File: src/design/fx3_pins_pkg.sv
package fx3_pins_pkg;

    // fx3 level flags as seen after the capture register
    // flaga/flagb gate stream-in writes, flagc/flagd start stream-out
    typedef struct packed {
        logic flaga;
        logic flagb;
        logic flagc;
        logic flagd;
    } fx3_flags_t;

    // slave fifo control strobes, all active low
    typedef struct packed {
        logic slcs;
        logic slrd;
        logic sloe;
        logic slwr;
    } fx3_strobes_t;

    // a1:a0 socket select
    typedef logic [1:0] fx3_addr_t;

    // host to fpga socket
    localparam fx3_addr_t FIFO_ADDR_STREAM_OUT = 2'd3;

    // fpga to host socket
    localparam fx3_addr_t FIFO_ADDR_STREAM_IN = 2'd0;

    // parked address while no socket is in use
    localparam fx3_addr_t FIFO_ADDR_IDLE = 2'd2;

endpackage

File: src/design/stream_pkg.sv
package stream_pkg;

    // width of the fx3 gpif data bus
    localparam int WORD_BITS = 32;

    // one bus word, as read from or written to the fx3
    typedef logic [WORD_BITS-1:0] word_t;

    // transaction phases of the master
    // idle          waits for the host to offer a block
    // stream_out    issues the block reads
    // wait_fill     lets the trailing read data land in the buffer
    // stream_in     writes the block back to the host
    typedef enum logic [1:0] {
        xfer_idle       = 2'd0,
        xfer_stream_out = 2'd1,
        xfer_wait_fill  = 2'd2,
        xfer_stream_in  = 2'd3
    } xfer_state_t;

endpackage

File: src/design/fx3_capture.sv
module fx3_capture (
    input  logic                     usb_clk,
    input  logic                     reset_,
    input  logic [3:0]               flag_i,
    input  stream_pkg::word_t        data_i,
    output fx3_pins_pkg::fx3_flags_t cap_flags_o,
    output stream_pkg::word_t        cap_data_o
);

    // flag bit order on the pins
    // flag_i[0] flaga, [1] flagb, [2] flagc, [3] flagd
    fx3_pins_pkg::fx3_flags_t flags_pin;

    always_comb begin
        flags_pin.flaga = flag_i[0];
        flags_pin.flagb = flag_i[1];
        flags_pin.flagc = flag_i[2];
        flags_pin.flagd = flag_i[3];
    end

    // flags come from another chip, so flop them once
    // low after reset keeps the controller parked in idle
    always_ff @(posedge usb_clk or negedge reset_) begin
        if (!reset_) begin
            cap_flags_o <= '0;
        end else begin
            cap_flags_o <= flags_pin;
        end
    end

    // inbound bus, sampled every cycle
    // the controller decides which samples are real read data
    always_ff @(posedge usb_clk) begin
        cap_data_o <= data_i;
    end

endmodule

File: config.mk
export PLATFORM = sky130hd
export DESIGN_NAME = fx3_capture
export DESIGN_NICKNAME = d
export VERILOG_FILES = /design/src/design/fx3_pins_pkg.sv /design/src/design/stream_pkg.sv /design/src/design/fx3_capture.sv
export SDC_FILE = /design/constraint.sdc
export NUM_CORES = 1
export LEC_CHECK = 0
export BUFFER_PORTS_ARGS = -buffer_cell sky130_fd_sc_hd__buf_2
export CORE_ASPECT_RATIO = 0.8
export CORE_MARGIN = 5
export CORE_UTILIZATION = 33
export DETAILED_ROUTE_END_ITERATION = 10
export MAX_ROUTING_LAYER = met4
export PLACE_DENSITY = 0.76
export SKIP_CTS_REPAIR_TIMING = 1
export SLEW_MARGIN = 20
export SYNTH_ARGS = -nofsm -noshare
export SYNTH_HDL_FRONTEND = slang
export SYNTH_SLANG_ARGS = --single-unit
File: constraint.sdc
create_clock -name usb_clk -period 0.8 [get_ports usb_clk]
set_input_delay 0.04 -clock usb_clk [delete_from_list [all_inputs] [get_ports usb_clk]]
set_output_delay 0.04 -clock usb_clk [all_outputs]
set_load 0.01 [all_outputs]
==> metrics.md <==
| Metric | Value |
|---|---|
| Status | finished with violations |
| Post-layout minimum cycle time | 0.8807 ns |
| Vias per cell | ~4.0 |
| Register area share after synthesis | 100.0% |
| Crit. End Element | output port |
| Maximum clock frequency | 1135 MHz |
| Worst-path cell chain | buf_2 |
| Die area | 3298 µm² |
| Levels on crit path | 1 |
| Synthesized area per cell | 20.58 µm² |
| Unrepaired setup endpoints after global routing | yes |
| Initial antenna violation count | 0 |
| WL final | 2703 µm |
| Largest delay share family, worst path | flip-flops |
| Worst EP arrival | 0.84 ns |
| Slowest Stage Delay on Critical Path | 0.38 ns |
| Setup slack after layout | -0.08069 ns |
| Routed wire length per instance | between 15 and 20 µm |
| Required @ worst endpoint | 0.76 ns |
| Buf/Inv on CP | 1 |
| Flops & latches, synth | 36 |
| CTS max path bufs | 2 |
| Lkg Pwr | 0.0008303 µW |
| Commonest cells after routing, fill and taps aside | 59 x buf_2, 37 x dlygate4sd3_1, 18 x dfxtp_1 |
| Syn_nets | 74 |
| Place WS | 0.2885 ns |
| Warnings, synthesis | 0 |
| Post-DRT Antenna Nets | 0 |
| CTS clk-pin slew, worst paths | 0.10 ns |
| Tightest Hold Check Type | input port to async pin |
| Clock sinks | 36 |
| Number of global-route vias before repair | 592 |
| Mux cell area share after synthesis | 0% |
| Final Instance Area | 1689 µm² |
| Share of layout cells above drive strength 1 | 61.04% |
| Post-synthesis compound-gate area fraction | 0% |
| # diodes | 0 |
| CP max FO | 1 |
| DIE HEIGHT | 52.38 µm |
| Area growth syn-to-layout | 128.0% |
| Iteration-0 DRC count of the detailed router | 7 |
| Gr ovfl total | 0 |
| Synth cell types | 2 |
| GPL Wtd Cong | 0.6845 |
| CTS root buf | clkbuf_4 |
| Final setup viols | 19 |
| Final hold violations | 0 |
| Largest net degree at the start of global routing | 12 |
| Max cap viols | 0 |
| Synthesized area | between 700 and 800 µm² |
| Cell Pwr Density | 2110 nW/µm² |
| Crit-path slowest cell | dfrtp_1 |
| Tot GR Track Use | 12.06% |
| Area of the multi-input gates | 0 µm² |
| Register area | 758.2 µm² |
| Xor/xnor cell area share of the yosys netlist | 0% |
| Residual DRC count | 0 |
| First-pass GRT wire length | ~2800 µm |
| Net count, final | roughly 190 |
| Synth Area in Simple Gates | 0% |
| Crit path kind | register to output port |
| Most common cell after layout, fill and taps aside | buf_2 |
| Detailed-router iteration count before antenna repair | 2 |
| #MultiIn Comb | 0 |
| CTS tree | yes |
| Post-Synthesis Cells | 36 |
| Synth Area in Adders | 0% |
| Buffers on Ports | 73 |
| Ports | 74 |
| Num CTS Buffers | 5 |
| Worst-Margin Slew | 0.1095 ns |
| H-tree depth | 2 |
| Setup TNS | -0.5170 ns |
| Worst IR drop on VDD | 1.514 mV |
| Critical Path Start Type | register |
| Core area | 2158 µm² |
| DR vias | about 720 |
| Placed Area | 1137 µm² |
| Fillers | 113 |
| Starting density of the core | around a third |
| Pins Over Slew Limit | 0 |
| Final Cycle Share | 110.1% |
| Die W | approximately 63 µm |
| Cell Rows | 15 |
| Relative slew margins | 92.70% |
| Failing checks | negative setup slack |
[where the power goes]
part           internal (µW)  leakage, µW  switching (µW)
combinational            284     0.000471             145
clock                    655    0.0000422             548
sequential              1900     0.000317            34.0
total                   2840     0.000830             727
[metal layers]
metal	routed length (µm)	GRT usage (%)
met1	1013	12.45
met3	287	7.511
met4	18	5.300
met2	1383	18.43
met5	0	-
[cells in the mapped netlist]
| master | instances | share of area [%] |
|---|---|---|
| dfrtp_1 | 4 | 14 |
| dfxtp_1 | 32 | 86 |
[state kept, by name, indices dropped and copies added, names as in the netlist]
name and cells:
cap_flags_o 4, cap_data_o 32
[kinds of logic (layout without fill, tap and decap cells)]
logic type	Yosys count	after routing
DFF	36	36
buffers and inverters	0	118
[stage by stage]
stage / util, % / hold slack (ns) / power (µW) / cells
floorplan: - / -0.2556 / 2008 / 36
finish: 78.26 / 0.05203 / 3564 / 179
CTS: 56.23 / -0.5089 / 3382 / 142
global placement: 52.70 / -0.1574 / 2183 / 134
global route: 78.26 / 0.04411 / 3721 / 179
detailed placement: 52.70 / -0.1498 / 2191 / 134
[layout make-up]
| cell class | instances | share of cell area (%) |
|---|---|---|
| repair buffers | 110 | 48.74 |
| flip-flops and latches | 36 | 44.89 |
| clock buffers | 6 | 2.444 |
| clock inverters | 2 | 2.074 |
| well taps | 25 | 1.852 |
[path summary, 6_finish.rpt]
check / slack [ns] / endpoint / from
setup / recovery: -0.08 / cap_flags_o[1] / cap_flags_o[1]$_DFF_PN0_
hold / removal: 0.05 / cap_flags_o[2]$_DFF_PN0_ / reset_
min in group usb_clk: 0.34 / cap_data_o[24]$_DFF_P_ / data_i[24]
max in group asynchronous: 0.63 / cap_flags_o[1]$_DFF_PN0_ / reset_
No activity file was read; power rests on OpenSTA's default activity.
