==> src/design/fx3_pins_pkg.sv <==
package fx3_pins_pkg;

    // fx3 level flags as seen after the capture register
    // flaga/flagb gate stream-in writes, flagc/flagd start stream-out
    typedef struct packed {
        logic flaga;
        logic flagb;
        logic flagc;
        logic flagd;
    } fx3_flags_t;

    // slave fifo control strobes, all active low
    typedef struct packed {
        logic slcs;
        logic slrd;
        logic sloe;
        logic slwr;
    } fx3_strobes_t;

    // a1:a0 socket select
    typedef logic [1:0] fx3_addr_t;

    // host to fpga socket
    localparam fx3_addr_t FIFO_ADDR_STREAM_OUT = 2'd3;

    // fpga to host socket
    localparam fx3_addr_t FIFO_ADDR_STREAM_IN = 2'd0;

    // parked address while no socket is in use
    localparam fx3_addr_t FIFO_ADDR_IDLE = 2'd2;

endpackage

==> src/design/stream_pkg.sv <==
package stream_pkg;

    // width of the fx3 gpif data bus
    localparam int WORD_BITS = 32;

    // one bus word, as read from or written to the fx3
    typedef logic [WORD_BITS-1:0] word_t;

    // transaction phases of the master
    // idle          waits for the host to offer a block
    // stream_out    issues the block reads
    // wait_fill     lets the trailing read data land in the buffer
    // stream_in     writes the block back to the host
    typedef enum logic [1:0] {
        xfer_idle       = 2'd0,
        xfer_stream_out = 2'd1,
        xfer_wait_fill  = 2'd2,
        xfer_stream_in  = 2'd3
    } xfer_state_t;

endpackage

==> src/design/fx3_drive.sv <==
module fx3_drive (
    input  logic                       usb_clk,
    input  logic                       reset_,
    input  fx3_pins_pkg::fx3_strobes_t strobes_i,
    input  fx3_pins_pkg::fx3_addr_t    addr_i,
    input  stream_pkg::word_t          wr_data_i,
    output logic                       slcs_o,
    output logic                       slrd_o,
    output logic                       sloe_o,
    output logic                       slwr_o,
    output fx3_pins_pkg::fx3_addr_t    fifo_addr_o,
    output stream_pkg::word_t          data_o,
    output logic                       data_oe_o
);

    fx3_pins_pkg::fx3_strobes_t strobes_q;

    // all strobes inactive and socket parked after reset
    always_ff @(posedge usb_clk or negedge reset_) begin
        if (!reset_) begin
            strobes_q   <= '1;
            fifo_addr_o <= fx3_pins_pkg::FIFO_ADDR_IDLE;
        end else begin
            strobes_q   <= strobes_i;
            fifo_addr_o <= addr_i;
        end
    end

    // write word leaves together with its slwr low
    // holds the last word between writes
    always_ff @(posedge usb_clk) begin
        if (!strobes_i.slwr) begin
            data_o <= wr_data_i;
        end
    end

    assign slcs_o = strobes_q.slcs;
    assign slrd_o = strobes_q.slrd;
    assign sloe_o = strobes_q.sloe;
    assign slwr_o = strobes_q.slwr;

    // we own the bus only during a write cycle
    assign data_oe_o = !strobes_q.slwr;

endmodule

==> config.mk <==
export PLATFORM = sky130hd
export DESIGN_NAME = fx3_drive
export DESIGN_NICKNAME = d
export VERILOG_FILES = /design/src/design/fx3_pins_pkg.sv /design/src/design/stream_pkg.sv /design/src/design/fx3_drive.sv
export SDC_FILE = /design/constraint.sdc
export NUM_CORES = 1
export LEC_CHECK = 0
export BUFFER_PORTS_ARGS = -buffer_cell sky130_fd_sc_hd__buf_2
export CORE_MARGIN = 3
export CORE_UTILIZATION = 39
export CTS_CLUSTER_DIAMETER = 200
export DETAILED_ROUTE_END_ITERATION = 16
export PLACE_DENSITY = 0.77
export SLEW_MARGIN = 30
export SYNTH_ARGS = -nofsm -noshare
export SYNTH_HDL_FRONTEND = slang
export SYNTH_SLANG_ARGS = --single-unit
==> constraint.sdc <==
create_clock -name usb_clk -period 0.8 [get_ports usb_clk]
set_input_delay 0.04 -clock usb_clk [delete_from_list [all_inputs] [get_ports usb_clk]]
set_output_delay 0.04 -clock usb_clk [all_outputs]
set_load 0.1 [all_outputs]
==> key figures, run 1 <==
Logic synthesis
  • Count leader, synth: edfxtp_1
  • Syn Inst Count: 40
  • Distinct cells, synth: 4
  • Mapped Nets: 80
  • Synth warn: 0
  • Number of synthesized flops with an enable pin: 32
  • Synth cell count leaders: edfxtp_1, dfstp_2, inv_1
  • Ys flop type: edfxtp_1
  • Post-synth design cell area: 1120 um^2
  • Mean post-synth cell area: 28.1 um^2
  • Post-synthesis sequential area ratio: 99.3%
  • #FFs+latches synth: 38
  • Top cell type's share of synthesized area: 85.4%
  • Asr flop ratio synth: 15.8%
  • Leading area contributor after synthesis: edfxtp_1
  • Synth area leaders: edfxtp_1, dfstp_2, dfrtp_1, inv_1

CTS
  • CTS Sinks: 38
  • CTS root buf: clkbuf_4
  • Setup bufs post-CTS: 0
  • CTS max path bufs: 2
  • Cts hold-fix bufs: 39
  • H-Tree Depth: 2
  • Post-CTS Resized: 3
  • Num CTS Buffers: 5

Place
  • Final GP Congestion: 0.733
  • Dpl cells: 150
  • Placed wire-length estimate: 2.27 mm
  • Port bufs: 78

Floorplan
  • I/O Pins: 79
  • Die height: 59.7 um
  • Core Rows: 18
  • Initial Util: 43.1%
  • Die Width: 59.7 um

Outcome
  • Outcome: did not finish
  • Log Error: [ERROR DPL-0038] Utilization greater than 100%, impossible to legalize
  • Halt Stage: clock tree synthesis (4_1_cts)
through the flow:
step	setup TNS [ns]	worst slack (ns)	instance area (um^2)	hold slack, ns
2_1_floorplan	-6.16	-0.507	1150	-0.256
3_5_place_dp	-0.393	-0.202	2180	-0.131
3_3_place_gp	-0.345	-0.189	2180	-0.142
logic make-up after synthesis:
family | share of synthesized area (%)
flip-flops | 99.3
buffers and inverters | 0.668
==> run 2, diff against run 1 <==
CORE_UTILIZATION = 30   (was 39)
CTS_CLUSTER_DIAMETER = not set   (was 200)
PLACE_DENSITY = not set   (was 0.77)
PLACE_DENSITY_LB_ADDON = 0.15   (was not set)
==> run 2 against run 1 <==
Against the previous run:
- the flow now finishes, with violations (setup timing)
- area after synthesis unchanged
- synthesized cell count stayed put
==> key figures, run 2 <==
Layout
  • Top reg by flops: data_o
  • Fraction of layout cells with a size suffix above 1: 57.1%
  • Most common cell after layout, fill and taps aside: buf_12
  • Count of multi-input gates: 0
  • Largest regs: data_o x32, fifo_addr_o x2
  • Area delta synth->final: 141%
  • N_diodes: 0
  • Final nets: 207
  • Most frequent cells in the layout: buf_12, dlygate4sd3_1, buf_2
  • Number of flip-flops in the largest register: 32
  • Multi-input gate area: 0 um^2
  • Fillers: 208
  • Final Util: 78.1%

Critical path
  • Critical path type: flop to output port
  • Crit end category: output port
  • Top delay family on crit path: flip-flops
  • CP Buf/Inv Count: 2
  • CP Data Arrival Time: 1.18 ns
  • Crit start category: flop
  • Crit-path cells: buf_6 -> buf_12
  • Crit-path slowest cell: dfstp_4
  • Max stage delay on crit path: 0.63 ns
  • CP Max Fanout: 2
  • WP data required: 0.76 ns

STA
  • Fmax achieved: 0.823 GHz
  • Fin crit share: 152%
  • Final Hold Viols: 0
  • Final-report max-slew violation count: 0
  • Final setup viols: 39
  • Worst rel slew slack: 86.6%
  • Post-route setup slack: -0.415 ns
  • RSZ-0062 raised after global routing: yes
  • Worst-margin pin slew: 0.202 ns
  • Final Critical Period: 1.22 ns

Logic synthesis
  • Distinct cells, synth: 4
  • Synth warn: 0
  • #FFs+latches synth: 38
  • Top cell type's share of synthesized area: 85.4%
  • Leading area contributor after synthesis: edfxtp_1
  • Syn Inst Count: 40
  • Post-synthesis sequential area ratio: 99.3%
  • Ys flop type: edfxtp_1
  • Post-synth design cell area: 1120 um^2
  • Number of synthesized flops with an enable pin: 32
  • Synth area leaders: edfxtp_1, dfstp_2, dfrtp_1, inv_1
  • Synth cell count leaders: edfxtp_1, dfstp_2, inv_1
  • Mean post-synth cell area: 28.1 um^2
  • Asr flop ratio synth: 15.8%
  • Mapped Nets: 80
  • Count leader, synth: edfxtp_1

GRT
  • Largest net degree at the start of global routing: 19
  • First-pass GRT wire length: 4.77 mm
  • Initial antenna violation count: 0
  • Vias in the first global route: 960
  • GRT Resource Usage Total: 15.1%
  • Total gr overflow: 0

CTS
  • CTS root buf: clkbuf_8
  • Setup bufs post-CTS: 0
  • CTS Sinks: 38
  • Num CTS Buffers: 5
  • H-Tree Depth: 2
  • CTS max path bufs: 2
  • CTS tree: yes
  • Clk slew on worst S/H paths: 0.07 ns

Floorplan
  • I/O Pins: 79
  • Initial Util: 32.4%
  • Die area: 4520 um^2
  • Die Width: 67.2 um
  • Core Rows: 21
  • Die height: 67.2 um
  • Core box area: 3470 um^2

Power and ir drop
  • Cell Pwr Density: 2130 nW/um^2
  • Max VDD drop: 1.56 mV
  • Leak: 1.13 nW

Hold path
  • HP Class: primary input to asynchronous set/reset pin

Routing
  • DRC viols: 0
  • Post-DRT Antenna Nets: 0
  • Drt first pass iters: 4
  • Via count: 854
  • Final wirelength: 3.15 mm
  • Vias per std cell: 3.99
  • Wire per inst: 14.7 um
  • Iteration-0 DRC Markers: 25

Place
  • Port bufs: 78
  • Final GP Congestion: 0.661
  • Dpl ws: -0.188 ns

Outcome
  • Outcome: complete, but fails checks
  • Failing checks: setup timing

Run
  • Max Cap Violations: 0
run 2: worst max-delay path by stage:
stage,startpoint,endpoint,slack [ns],cells past startpoint
global route,slwr_o,slwr_o,-0.44,2
global placement,slwr_o,data_oe_o,-0.19,2
CTS,slwr_o,slwr_o,-0.43,2
finish,slwr_o,slwr_o,-0.42,2
floorplan,slwr_o,data_oe_o,-0.51,1
detailed placement,slwr_o,data_oe_o,-0.19,2
run 2: routing by layer:
metal | routed length, um | global-route usage [%]
met4 | 53 | 6.33
met5 | 0 | 0
met1 | 994 | 14.4
met3 | 277 | 5.99
met2 | 1820 | 28.5
run 2: report_power, final:
group,total (W),internal [W],switching [W]
logic,0.00199,0.000754,0.00124
clock network,0.00131,0.000694,0.000614
registers,0.00246,0.00234,0.000121
total,0.00576,0.00379,0.00197
run 2: cell families (layout without fill, tap and decap cells):
logic type	after synthesis	in the layout	synth area share [%]
buf+inv	2	130	0.668
flops	38	38	99.3
run 2: area by class of cell:
cell class	instances	area [um^2]	area share (%)
Timing Repair Buffer	120	1410	52.0
Sequential cell	38	1140	42.0
Clock buffer	7	86.3	3.19
Tap cell	46	57.6	2.12
Inverter	2	15.0	0.554
Clock inverter	1	5.00	0.185
run 2: timing repair:
item | 4_1_cts | 5_1_grt
hold endpoints to repair | 44 | 0
pin swaps | 0 | 0
hold buffers | 39 | 0
gates resized for setup | 3 | 0
setup endpoints to repair | 39 | 39
run 2: metrics by stage:
step / std cells / TNS [ns] / power (W) / hold WS (ns) / instance area, um^2
final: 214 / -6.32 / 0.00576 / 0.144 / 2710
after global routing: 214 / -7.38 / 0.00592 / 0.145 / 2710
after CTS: 214 / -6.76 / 0.00578 / 0.102 / 2710
after detailed placement: 167 / -0.366 / 0.00434 / -0.129 / 2220
after global placement: 167 / -0.339 / 0.00432 / -0.138 / 2220
after floorplan: 40 / -6.16 / 0.00353 / -0.256 / 1150
Note: power is estimated with default switching activity, not from simulation.
==> run 3, diff against run 2 <==
RECOVER_POWER = 50   (was not set)
==> run 3 against run 2 <==
Against the previous run:
- the run still ends with setup timing left
- sequential power about the same
- worst setup slack better by 0.00090 ns
- global-route usage unchanged
- fmax about the same
- critical path depth unchanged
- total power down 0.51%
- combinational power about the same
- utilization down 1.0 points
- final area down 1.3%
- via count up 0.47%
- critical path type unchanged
- highest routed layer unchanged
==> key figures, run 3 (synthesized netlist as in run 2, its figures left out) <==
Outcome
  • Outcome: complete, but fails checks
  • Failing checks: setup timing

Layout
  • Top reg by flops: data_o
  • Largest regs: data_o x32, fifo_addr_o x2
  • Area delta synth->final: 138%
  • Final nets: 207
  • Sequential Area: 1140 um^2
  • Number of flip-flops in the largest register: 32
  • Post-route insts no fill: 214
  • Count of multi-input gates: 0
  • Most frequent cells in the layout: dlygate4sd3_1, buf_12, buf_2
  • Fraction of layout cells with a size suffix above 1: 56.0%
  • Multi-input gate area: 0 um^2
  • Fillers: 213
  • N_diodes: 0
  • Most common cell after layout, fill and taps aside: dlygate4sd3_1

STA
  • RSZ-0062 raised after global routing: yes
  • Worst rel slew slack: 71.3%
  • Post-route setup slack: -0.414 ns
  • Final Critical Period: 1.21 ns
  • Setup TNS: -6.28 ns
  • Worst-margin pin slew: 0.431 ns
  • Fin crit share: 152%
  • Final-report max-slew violation count: 0
  • Final setup viols: 39
  • Final Hold Viols: 0
  • Fmax achieved: 0.824 GHz

GRT
  • First-pass GRT wire length: 4.77 mm
  • GRT Resource Usage Total: 15.1%
  • Initial antenna violation count: 0
  • Largest net degree at the start of global routing: 19
  • Vias in the first global route: 960
  • Total gr overflow: 0

Floorplan
  • Die area: 4520 um^2
  • Core Rows: 21
  • Die height: 67.2 um
  • Core box area: 3470 um^2
  • Initial Util: 32.4%
  • I/O Pins: 79
  • Die Width: 67.2 um

Place
  • Dpl cells: 167
  • Final GP Congestion: 0.661
  • Port bufs: 78
  • Dpl ws: -0.188 ns

Critical path
  • Critical path type: flop to output port
  • Max stage delay on crit path: 0.63 ns
  • WP data required: 0.76 ns
  • Crit-path slowest cell: dfstp_4
  • Crit start category: flop
  • Setup crit start: slwr_o
  • CP Data Arrival Time: 1.17 ns
  • Crit-path cells: buf_6 -> buf_12
  • Crit end category: output port
  • CP Max Fanout: 2

Power and ir drop
  • Power, Total: 0.00573 W
  • Leak: 1.12 nW
  • Cell Pwr Density: 2140 nW/um^2
  • Max VDD drop: 1.56 mV

CTS
  • H-Tree Depth: 2
  • Num CTS Buffers: 5
  • CTS max path bufs: 2
  • CTS Sinks: 38
  • CTS root buf: clkbuf_8
  • Clk slew on worst S/H paths: 0.07 ns
  • Setup bufs post-CTS: 0
  • CTS tree: yes

Routing
  • Post-DRT Antenna Nets: 0
  • Vias per std cell: 4.01
  • Iteration-0 DRC Markers: 31
  • DRC viols: 0
  • Final wirelength: 3.14 mm
  • Wire per inst: 14.7 um
  • Via count: 858
  • Drt first pass iters: 4

Run
  • Max Cap Violations: 0

Hold path
  • HP Class: primary input to asynchronous set/reset pin
run 3: worst paths after layout:
kind / slack, ns / to
min in group usb_clk: 0.40 / fifo_addr_o[1]
worst min-delay path: 0.20 / fifo_addr_o[0]
worst max-delay path: -0.41 / slwr_o
max in group asynchronous: 0.31 / slcs_o
run 3: critical path: cells and delay by family (launching register included):
family / cells / cell delay (ns)
flops: 1 / 0.63
buf+inv: 2 / 0.26
run 3: report_power, final:
group | switching (W) | total (W) | leakage, nW | internal [W]
Clock | 0.000606 | 0.00130 | 0.0482 | 0.000694
Combinational | 0.00123 | 0.00197 | 0.689 | 0.000736
Sequential | 0.000120 | 0.00246 | 0.379 | 0.00234
run 3: layout make-up:
| type | count | share of cell area (%) |
|---|---|---|
| timing repair buffer | 120 | 51.4 |
| tap | 46 | 2.15 |
| inverter | 2 | 0.468 |
| clock buffer | 7 | 3.23 |
| sequential | 38 | 42.5 |
| clock inverter | 1 | 0.187 |
run 3: per-stage QoR:
stage / util (%) / hold slack (ns) / area (um^2)
detailed placement: 64.0 / -0.129 / 2220
global placement: 64.0 / -0.138 / 2220
floorplan: - / -0.256 / 1150
global route: 77.1 / 0.218 / 2680
finish: 77.1 / 0.196 / 2680
CTS: 78.1 / 0.102 / 2710
run 3: repair_timing:
item	CTS	global route
endpoints found under the hold margin	44	0
hold buffers	39	0
resized for setup	3	0
setup endpoints to repair	39	39
run 3: metal layers:
layer  part of all wire, %  track usage (%)
met3                   8.8             5.99
met2                    58             28.5
met5                     0                0
met4                   1.7             6.33
met1                    31             14.4
