==> src/design/fx3_pins_pkg.sv <==
package fx3_pins_pkg;

    // fx3 level flags as seen after the capture register
    // flaga/flagb gate stream-in writes, flagc/flagd start stream-out
    typedef struct packed {
        logic flaga;
        logic flagb;
        logic flagc;
        logic flagd;
    } fx3_flags_t;

    // slave fifo control strobes, all active low
    typedef struct packed {
        logic slcs;
        logic slrd;
        logic sloe;
        logic slwr;
    } fx3_strobes_t;

    // a1:a0 socket select
    typedef logic [1:0] fx3_addr_t;

    // host to fpga socket
    localparam fx3_addr_t FIFO_ADDR_STREAM_OUT = 2'd3;

    // fpga to host socket
    localparam fx3_addr_t FIFO_ADDR_STREAM_IN = 2'd0;

    // parked address while no socket is in use
    localparam fx3_addr_t FIFO_ADDR_IDLE = 2'd2;

endpackage

==> src/design/stream_pkg.sv <==
package stream_pkg;

    // width of the fx3 gpif data bus
    localparam int WORD_BITS = 32;

    // one bus word, as read from or written to the fx3
    typedef logic [WORD_BITS-1:0] word_t;

    // transaction phases of the master
    // idle          waits for the host to offer a block
    // stream_out    issues the block reads
    // wait_fill     lets the trailing read data land in the buffer
    // stream_in     writes the block back to the host
    typedef enum logic [1:0] {
        xfer_idle       = 2'd0,
        xfer_stream_out = 2'd1,
        xfer_wait_fill  = 2'd2,
        xfer_stream_in  = 2'd3
    } xfer_state_t;

endpackage

==> src/design/transfer_ctrl.sv <==
module transfer_ctrl #(
    parameter int BUF_ADDR_BITS = 12,
    parameter int RD_LATENCY    = 2
) (
    input  logic                       usb_clk,
    input  logic                       reset_,
    input  fx3_pins_pkg::fx3_flags_t   cap_flags_i,
    input  stream_pkg::word_t          cap_data_i,
    input  logic                       buf_full_i,
    input  logic                       buf_empty_i,
    output fx3_pins_pkg::fx3_strobes_t strobes_o,
    output fx3_pins_pkg::fx3_addr_t    addr_o,
    output logic                       buf_push_o,
    output stream_pkg::word_t          push_data_o,
    output logic                       buf_pop_o
);

    // drive flop + fx3 read latency + capture flop
    localparam int HIST_DEPTH = RD_LATENCY + 2;

    // read index of the last word in a block
    localparam logic [BUF_ADDR_BITS-1:0] RD_LAST = '1;

    stream_pkg::xfer_state_t state;
    stream_pkg::xfer_state_t state_nxt;

    // reads issued so far in this block
    logic [BUF_ADDR_BITS-1:0] rd_cnt;

    // one bit per issued read, shifted until its data is captured
    logic [HIST_DEPTH-1:0] rd_hist;

    logic rd_issue;
    logic wr_go;

    // read strobes for the whole stream_out phase, one word per cycle
    assign rd_issue = (state == stream_pkg::xfer_stream_out);

    // write only while the fx3 has room and there is a word to send
    assign wr_go = (state == stream_pkg::xfer_stream_in) &&
                   cap_flags_i.flaga && cap_flags_i.flagb && !buf_empty_i;

    always_comb begin
        state_nxt = state;
        case (state)
            stream_pkg::xfer_idle: begin
                // host has a block ready on the stream-out socket
                if (cap_flags_i.flagc && cap_flags_i.flagd) begin
                    state_nxt = stream_pkg::xfer_stream_out;
                end
            end
            stream_pkg::xfer_stream_out: begin
                if (rd_cnt == RD_LAST) begin
                    state_nxt = stream_pkg::xfer_wait_fill;
                end
            end
            stream_pkg::xfer_wait_fill: begin
                // last reads are still in flight through the pipeline
                if (buf_full_i) begin
                    state_nxt = stream_pkg::xfer_stream_in;
                end
            end
            stream_pkg::xfer_stream_in: begin
                if (buf_empty_i) begin
                    state_nxt = stream_pkg::xfer_idle;
                end
            end
            default: begin
                state_nxt = stream_pkg::xfer_idle;
            end
        endcase
    end

    always_ff @(posedge usb_clk or negedge reset_) begin
        if (!reset_) begin
            state <= stream_pkg::xfer_idle;
        end else begin
            state <= state_nxt;
        end
    end

    // wraps back to zero after the last read of the block
    always_ff @(posedge usb_clk or negedge reset_) begin
        if (!reset_) begin
            rd_cnt <= '0;
        end else if (rd_issue) begin
            rd_cnt <= rd_cnt + 1'b1;
        end
    end

    // strobe history lines each captured word up with its read
    always_ff @(posedge usb_clk or negedge reset_) begin
        if (!reset_) begin
            rd_hist <= '0;
        end else begin
            rd_hist <= {rd_hist[HIST_DEPTH-2:0], rd_issue};
        end
    end

    // oldest history bit marks a valid word on cap_data_i
    assign buf_push_o  = rd_hist[HIST_DEPTH-1];
    assign push_data_o = cap_data_i;
    assign buf_pop_o   = wr_go;

    // pin levels for the next cycle, registered in fx3_drive
    always_comb begin
        strobes_o.slcs = (state == stream_pkg::xfer_idle);
        strobes_o.slrd = !rd_issue;
        strobes_o.sloe = !rd_issue;
        strobes_o.slwr = !wr_go;
    end

    always_comb begin
        case (state)
            stream_pkg::xfer_stream_out: addr_o = fx3_pins_pkg::FIFO_ADDR_STREAM_OUT;
            stream_pkg::xfer_stream_in:  addr_o = fx3_pins_pkg::FIFO_ADDR_STREAM_IN;
            default:                     addr_o = fx3_pins_pkg::FIFO_ADDR_IDLE;
        endcase
    end

endmodule

==> config.mk <==
export PLATFORM = sky130hd
export DESIGN_NAME = transfer_ctrl
export DESIGN_NICKNAME = d
export VERILOG_FILES = /design/src/design/fx3_pins_pkg.sv /design/src/design/stream_pkg.sv /design/src/design/transfer_ctrl.sv
export SDC_FILE = /design/constraint.sdc
export NUM_CORES = 1
export LEC_CHECK = 0
export BUFFER_PORTS_ARGS = -buffer_cell sky130_fd_sc_hd__buf_2
export CAP_MARGIN = 20
export CORE_MARGIN = 2
export CORE_UTILIZATION = 36
export DETAILED_ROUTE_END_ITERATION = 16
export PLACE_DENSITY = 0.86
export SLEW_MARGIN = 20
export SYNTH_ARGS = -nofsm -noshare
export SYNTH_HDL_FRONTEND = slang
export SYNTH_SLANG_ARGS = --single-unit
export TNS_END_PERCENT = 100
==> constraint.sdc <==
create_clock -name usb_clk -period 1.6 [get_ports usb_clk]
set_input_delay 0.24 -clock usb_clk [delete_from_list [all_inputs] [get_ports usb_clk]]
set_output_delay 0.24 -clock usb_clk [all_outputs]
set_load 0.02 [all_outputs]
==> flow_summary.yaml, run 1 <==
synth:
  synth_edf_count: 0
  ys_seq_area_share_pct: 40.77
  synth_commonest_cells: "33 x buf_4, 18 x dfrtp_1, 7 x ha_1"
  syn_area_um2: 1105
  synth.avg_cell_area_um2: 10.73
  ys.flop_type: "dfrtp_1"
  yosysWarnings: 0
  yosysUniqueCellTypes: 21
  synth-async-reset-ratio_pct: 100.0
  synth.area.top_cells: "dfrtp_1 41%, buf_4 22%, ha_1 7.9%"
  synthCells: 103
  yosys.area.top_type_share_pct: 40.77
  synth.most_common_cell: "buf_4"
  syn-num-nets: 150
  synth-seq-cells: 18
  synth_top_area_cell: "dfrtp_1"
power:
  cellLeakagePower_nw: 0.5329
  p_seq_share_pct: 59.9
  p_switching_uw: 157.2
  power.density_nw_per_um2: 670.4
  pwr-share-clk_pct: 37.1
  pwr-share-comb_pct: 3.0
  power_uw: 759.1
  p_int_uw: 601.9
  peakVddDrop_uv: 356.9
  switching_share_pct: 20.71
critical_path:
  reg2reg_from: "state[0]$_DFFE_PN0P_"
  crit_slowest_cell: "dfrtp_1"
  slowest_delay_ns: 0.42
  r2r_end: "state[1]$_DFFE_PN0P_"
  crit_type: "flip-flop to flip-flop"
  rrSetupSlack_ns: 0.006
  cp_data_required_time_ns: 1.79
  worstPathArrival_ns: 1.78
  worstSetupStartpointType: "flip-flop"
  crit_chain: "ha_2 -> nor2b_4 -> buf_4 -> a221oi_4 -> o21ai_2 -> mux2_4"
  worstSetupEndpointType: "flip-flop"
  ff2ff_path_depth: 6
  path_max_fanout: 4
detailed_routing:
  drt_first_pass_iters: 4
  drc: 0
  routed_wl_um: 1922
  drtIter0Drc: 10
  post_drt_wl_per_cell_um: 14.67
  via_per_inst: 4.740
  num_vias: 621
  ant_nets: 0
sta:
  fin_skew_ns: 0.003201
  slew_viol_final: 0
  max-slew-margin-rel_pct: 72.98
  setup_violations: 0
  period_share_pct: 99.62
  finalHoldViolCount: 0
  fmax_mhz: 627.4
  grt_setup_unrepaired: "true"
  worst_pin_slew_ns: 0.4053
  layout_min_cycle_time_ns: 1.594
placed_design:
  io_buffers: 15
  globalplace.congestion: 0.7998
  dp.cells: 120
  hpwl_um: 1429
global_routing:
  antenna_found_initial: 0
  grt_usage_pct: 11.38
  grt_pass1_vias: 655
  grt_max_degree: 19
  overflow: 0
  grt_pass1_wl_um: 2939
floorplanning:
  num_io_pins: 80
  rows: 20
  die_width_um: 59.40
  core_um2: 2978
  die-height_um: 59.40
  start_util_pct: 37.10
  dieArea_um2: 3528
final_layout:
  nets: 146
  insertedDiodeCount: 0
  fillers: 280
  stdcell_count: 131
  syn_to_final_growth_pct: 2.492
  drive_gt1_share_pct: 43.88
hold_path:
  hold_class: "flip-flop to flip-flop"
  hold_depth: 0
  min_from: "rd_hist[0]$_DFF_PN0_"
  min_to: "rd_hist[1]$_DFF_PN0_"
cts:
  cts-root-buf: "clkbuf_4"
  htree_levels: 1
  clock_latency_ns: 0.30
  cts.path.max_buffers: 2
  cts_tree: "yes"
  numCtsBuffers: 3
  path_clk_slew_ns: 0.10
  clock-sinks: 18
job:
  max-cap-violations: 0
status:
  status: "complete, no violations"
routing by layer:
| metal | track usage (%) | share of wire (%) | up-vias |
|---|---|---|---|
| met5 | 0 | 0 | - |
| met4 | 4.221 | 0.88 | 0 |
| met3 | 5.459 | 12 | 2 |
| met2 | 20.72 | 52 | 45 |
| met1 | 10.93 | 35 | 288 |
| li1 | - | - | 286 |
power groups by stage:
stage	combinational [mW]	sequential (mW)	clock, mW
2_1_floorplan	0.119	0.464	0
3_3_place_gp	0.0192	0.464	0
3_5_place_dp	0.0198	0.464	0
4_1_cts	0.0231	0.455	0.296
5_1_grt	0.0263	0.455	0.318
6_report	0.0228	0.455	0.282
final cells by class:
cell class	count	area, um2	area share (%)
Timing Repair Buffer	25	170.2	15.03
Inverter	6	22.52	1.989
Clock buffer	4	36.28	3.204
Tap cell	33	41.29	3.646
Multi-Input combinational cell	45	411.6	36.35
Sequential cell	18	450.4	39.78
layout by cell type, fill, tap and decap left out, drive strengths merged, types with 2 or more instances in the layout:
master | synthesis | layout
and3 | 2 | 2
buf | 34 | 24
clkbuf | 0 | 4
dfrtp | 18 | 18
ha | 7 | 7
inv | 6 | 6
mux2 | 2 | 2
nand2 | 5 | 5
nand3 | 3 | 3
nand4 | 5 | 5
nor2 | 3 | 3
nor3 | 2 | 2
xnor2 | 5 | 5
xor2 | 6 | 6
cells by family (layout without fill, tap and decap cells):
kind of cell	count (synthesis)	in the layout	synth area share, %
AND/OR/NAND/NOR	22	22	11.21
buffers and inverters	40	35	24.91
XOR/XNOR	11	11	8.720
adder cells (fa/ha/maj)	7	7	7.927
flip-flops	18	18	40.77
AO/OA/AOI/OAI	2	2	3.172
multiplexers	3	3	3.284
how the worst max path moves through the flow:
stage                                    start                     end
after floorplan           state[1]$_DFFE_PN0P_    state[1]$_DFFE_PN0P_
final                     state[0]$_DFFE_PN0P_    state[1]$_DFFE_PN0P_
after detailed placement  state[1]$_DFFE_PN0P_  rd_cnt[10]$_DFFE_PN0N_
after CTS                 state[0]$_DFFE_PN0P_               buf_pop_o
after global placement    state[0]$_DFFE_PN0P_    state[1]$_DFFE_PN0P_
after global routing      state[0]$_DFFE_PN0P_               buf_pop_o
state kept, by name (all words and copies together), names as in the netlist:
register  cells
rd_cnt       12
state         2
rd_hist       4
worst max-delay path, delay by kind of cell (launching register included):
family / cells / cell delay [ns]
compound gates: 2 / 0.28
fa+ha+maj: 1 / 0.21
buf+inv: 1 / 0.13
flops: 1 / 0.42
mux: 1 / 0.31
simple gates: 1 / 0.13
what timing repair did:
| item | in CTS | in global routing |
|---|---|---|
| hold buffers | 1 | 0 |
| hold endpoints to repair | 18 | 0 |
| buffers inserted | 4 | 2 |
| setup endpoints to repair | 6 | 6 |
| pin swaps | 1 | 2 |
| gates resized for setup | 10 | 7 |
metrics by stage:
stage	setup TNS [ns]	utilization, %	cell area (um2)	worst slack, ns	hold slack (ns)
floorplan	0	-	1105	0.01053	-0.05559
global placement	0	33.28	991.0	0.08749	0.1825
detailed placement	0	33.28	991.0	0.002069	0.1843
CTS	-0.003775	37.10	1105	-0.003105	0.3549
global route	-0.1143	38.03	1132	-0.04798	0.3614
finish	0	38.03	1132	0.006034	0.3534
Power figures use the tool's default switching activity.
==> run 2, diff against run 1 <==
Settings changed: CELL_PAD_IN_SITES_DETAIL_PLACEMENT set to 1, CELL_PAD_IN_SITES_GLOBAL_PLACEMENT set to 1, CORE_UTILIZATION 36 to 25, PLACE_DENSITY 0.86 to 0.85.
==> run 2 against run 1 <==
Non-clock buffer count is 3 lower. Largest power group unchanged. Core utilization fell by 12 points. Clock skew grew 0.0019 ns. Design area is 0.22% higher. Critical endpoint is now buf_pop_o. Hold slack lost 0.0010 ns. Clock-buffer cell count stayed put. Combinational power shrank 3%.
==> flow_summary.yaml, run 2 (synthesis gave the netlist of run 1 again) <==
detailed_routing:
  post_drt_wl_per_cell_um: 12.93
  routed_wl_um: 1901
  num_vias: 622
  drc: 0
  via_per_inst: 4.231
  drtIter0Drc: 10
  drt_first_pass_iters: 2
  ant_nets: 0
sta:
  slew_viol_final: 0
  layout_min_cycle_time_ns: 1.538
  fin_skew_ns: 0.005144
  finalHoldViolCount: 0
  period_share_pct: 96.14
  fin_tns_setup_ns: 0
  max-slew-margin-rel_pct: 73.79
  fmax_mhz: 650.1
  worst_pin_slew_ns: 0.3931
  setup_violations: 0
placed_design:
  hpwl_um: 1361
  globalplace.congestion: 0.6895
  io_buffers: 15
power:
  pwr-share-clk_pct: 43.6
  switching_share_pct: 19.43
  pwr-share-comb_pct: 2.6
  cellLeakagePower_nw: 0.5216
  power_uw: 846.5
  p_seq_share_pct: 53.7
  p_int_uw: 682.1
  power.density_nw_per_um2: 745.9
  peakVddDrop_uv: 285.3
  p_switching_uw: 164.5
job:
  max-cap-violations: 0
critical_path:
  endpoint: "buf_pop_o"
  reg2reg_from: "state[1]$_DFFE_PN0P_"
  crit_path_start: "state[0]$_DFFE_PN0P_"
  path_max_fanout: 3
  crit_type: "flip-flop to output port"
  rrSetupSlack_ns: 0.06
  cp_data_required_time_ns: 1.36
  ff2ff_path_depth: 5
  r2r_end: "state[1]$_DFFE_PN0P_"
  worstSetupEndpointType: "output port"
  worstPathArrival_ns: 1.30
  worstSetupStartpointType: "flip-flop"
floorplanning:
  die_width_um: 70.48
  num_io_pins: 80
  core_um2: 4294
  start_util_pct: 25.73
  dieArea_um2: 4967
  rows: 24
  die-height_um: 70.48
final_layout:
  top_regs: "rd_cnt x12, rd_hist x4, state x2"
  fillers: 492
  layout_common_cells: "18 x dfrtp_1, 14 x buf_2, 7 x buf_4, 6 x xor2_1"
  insertedDiodeCount: 0
  final_common_cell: "dfrtp_1"
  nets: 143
  largest_reg_flops: 12
  drive_gt1_share_pct: 42.11
  seq_area_um2: 450.4
  multi_input_area_um2: 409.1
  top_register: "rd_cnt"
  syn_to_final_growth_pct: 2.718
global_routing:
  grt_pass1_vias: 625
  grt_usage_pct: 7.614
  antenna_found_initial: 0
  grt_pass1_wl_um: 2932
  grt_max_degree: 19
  overflow: 0
cts:
  cts.path.max_buffers: 2
  cts-root-buf: "clkbuf_8"
  clock-sinks: 18
  numCtsBuffers: 3
  path_clk_slew_ns: 0.07
  clock_latency_ns: 0.26
  htree_levels: 1
  cts_tree: "yes"
hold_path:
  hold_class: "flip-flop to flip-flop"
status:
  status: "complete, no violations"
run 2: how the worst min path moves through the flow:
stage                               from               endpoint  slack, ns  cells past startpoint
floorplan                         reset_  rd_cnt[0]$_DFFE_PN0N_      -0.06                      0
global placement                  reset_   rd_hist[3]$_DFF_PN0_       0.18                      1
detailed placement                reset_   rd_hist[3]$_DFF_PN0_       0.19                      1
CTS                 rd_hist[2]$_DFF_PN0_   rd_hist[3]$_DFF_PN0_       0.36                      0
global route        rd_hist[2]$_DFF_PN0_   rd_hist[3]$_DFF_PN0_       0.36                      0
finish              rd_hist[2]$_DFF_PN0_   rd_hist[3]$_DFF_PN0_       0.35                      0
run 2: through the flow:
stage | worst slack [ns] | instance area (um2) | std cells | utilization, % | hold slack [ns]
after floorplan | 0.01053 | 1105 | 103 | - | -0.05559
after global placement | 0.03544 | 1015 | 139 | 23.63 | 0.1835
after CTS | 0.001172 | 1095 | 145 | 25.50 | 0.3578
after global routing | -0.01926 | 1135 | 147 | 26.43 | 0.3611
final | 0.06180 | 1135 | 147 | 26.43 | 0.3524
after detailed placement | 0.009179 | 1015 | 139 | 23.63 | 0.1899
run 2: power groups by stage:
stage                     Sequential, mW  Clock (mW)  Combinational, mW
after CTS                          0.455       0.378             0.0225
after global placement             0.464           0             0.0190
after global routing               0.454       0.406             0.0255
after floorplan                    0.464           0              0.119
after detailed placement           0.464           0             0.0198
final                              0.455       0.369             0.0222
run 2: what timing repair did:
action,in CTS,in global routing
pin swaps,0,1
endpoints found under the setup margin,3,6
hold buffers,1,0
gates resized for setup,2,9
buffers inserted,1,2
cloned,0,0
endpoints found under the hold margin,18,0
run 2: area by class of cell:
cell class                 count  share of cell area, %
inverter                       6                  1.985
sequential                    18                  39.69
timing repair buffer          22                  11.69
multi-input combinational     45                  36.05
clock buffer                   4                  4.851
tap                           52                  5.733
run 2: worst max-delay path: stages, from the launching register on:
cell     delay (ns)
dfrtp_1        0.38
ha_2           0.19
nor2b_4        0.18
nand3_2        0.09
inv_1          0.06
buf_4          0.13
run 2: per-layer routing:
metal | share of wire [%] | vias to the layer above | GRT usage [%] | routed length, um
met1 | 42 | 325 | 8.766 | 798
met3 | 7.2 | 4 | 4.906 | 137
li1 | - | 282 | - | -
met5 | 0 | - | 0 | 0
met2 | 50 | 11 | 11.22 | 943
met4 | 1.1 | 0 | 2.991 | 21
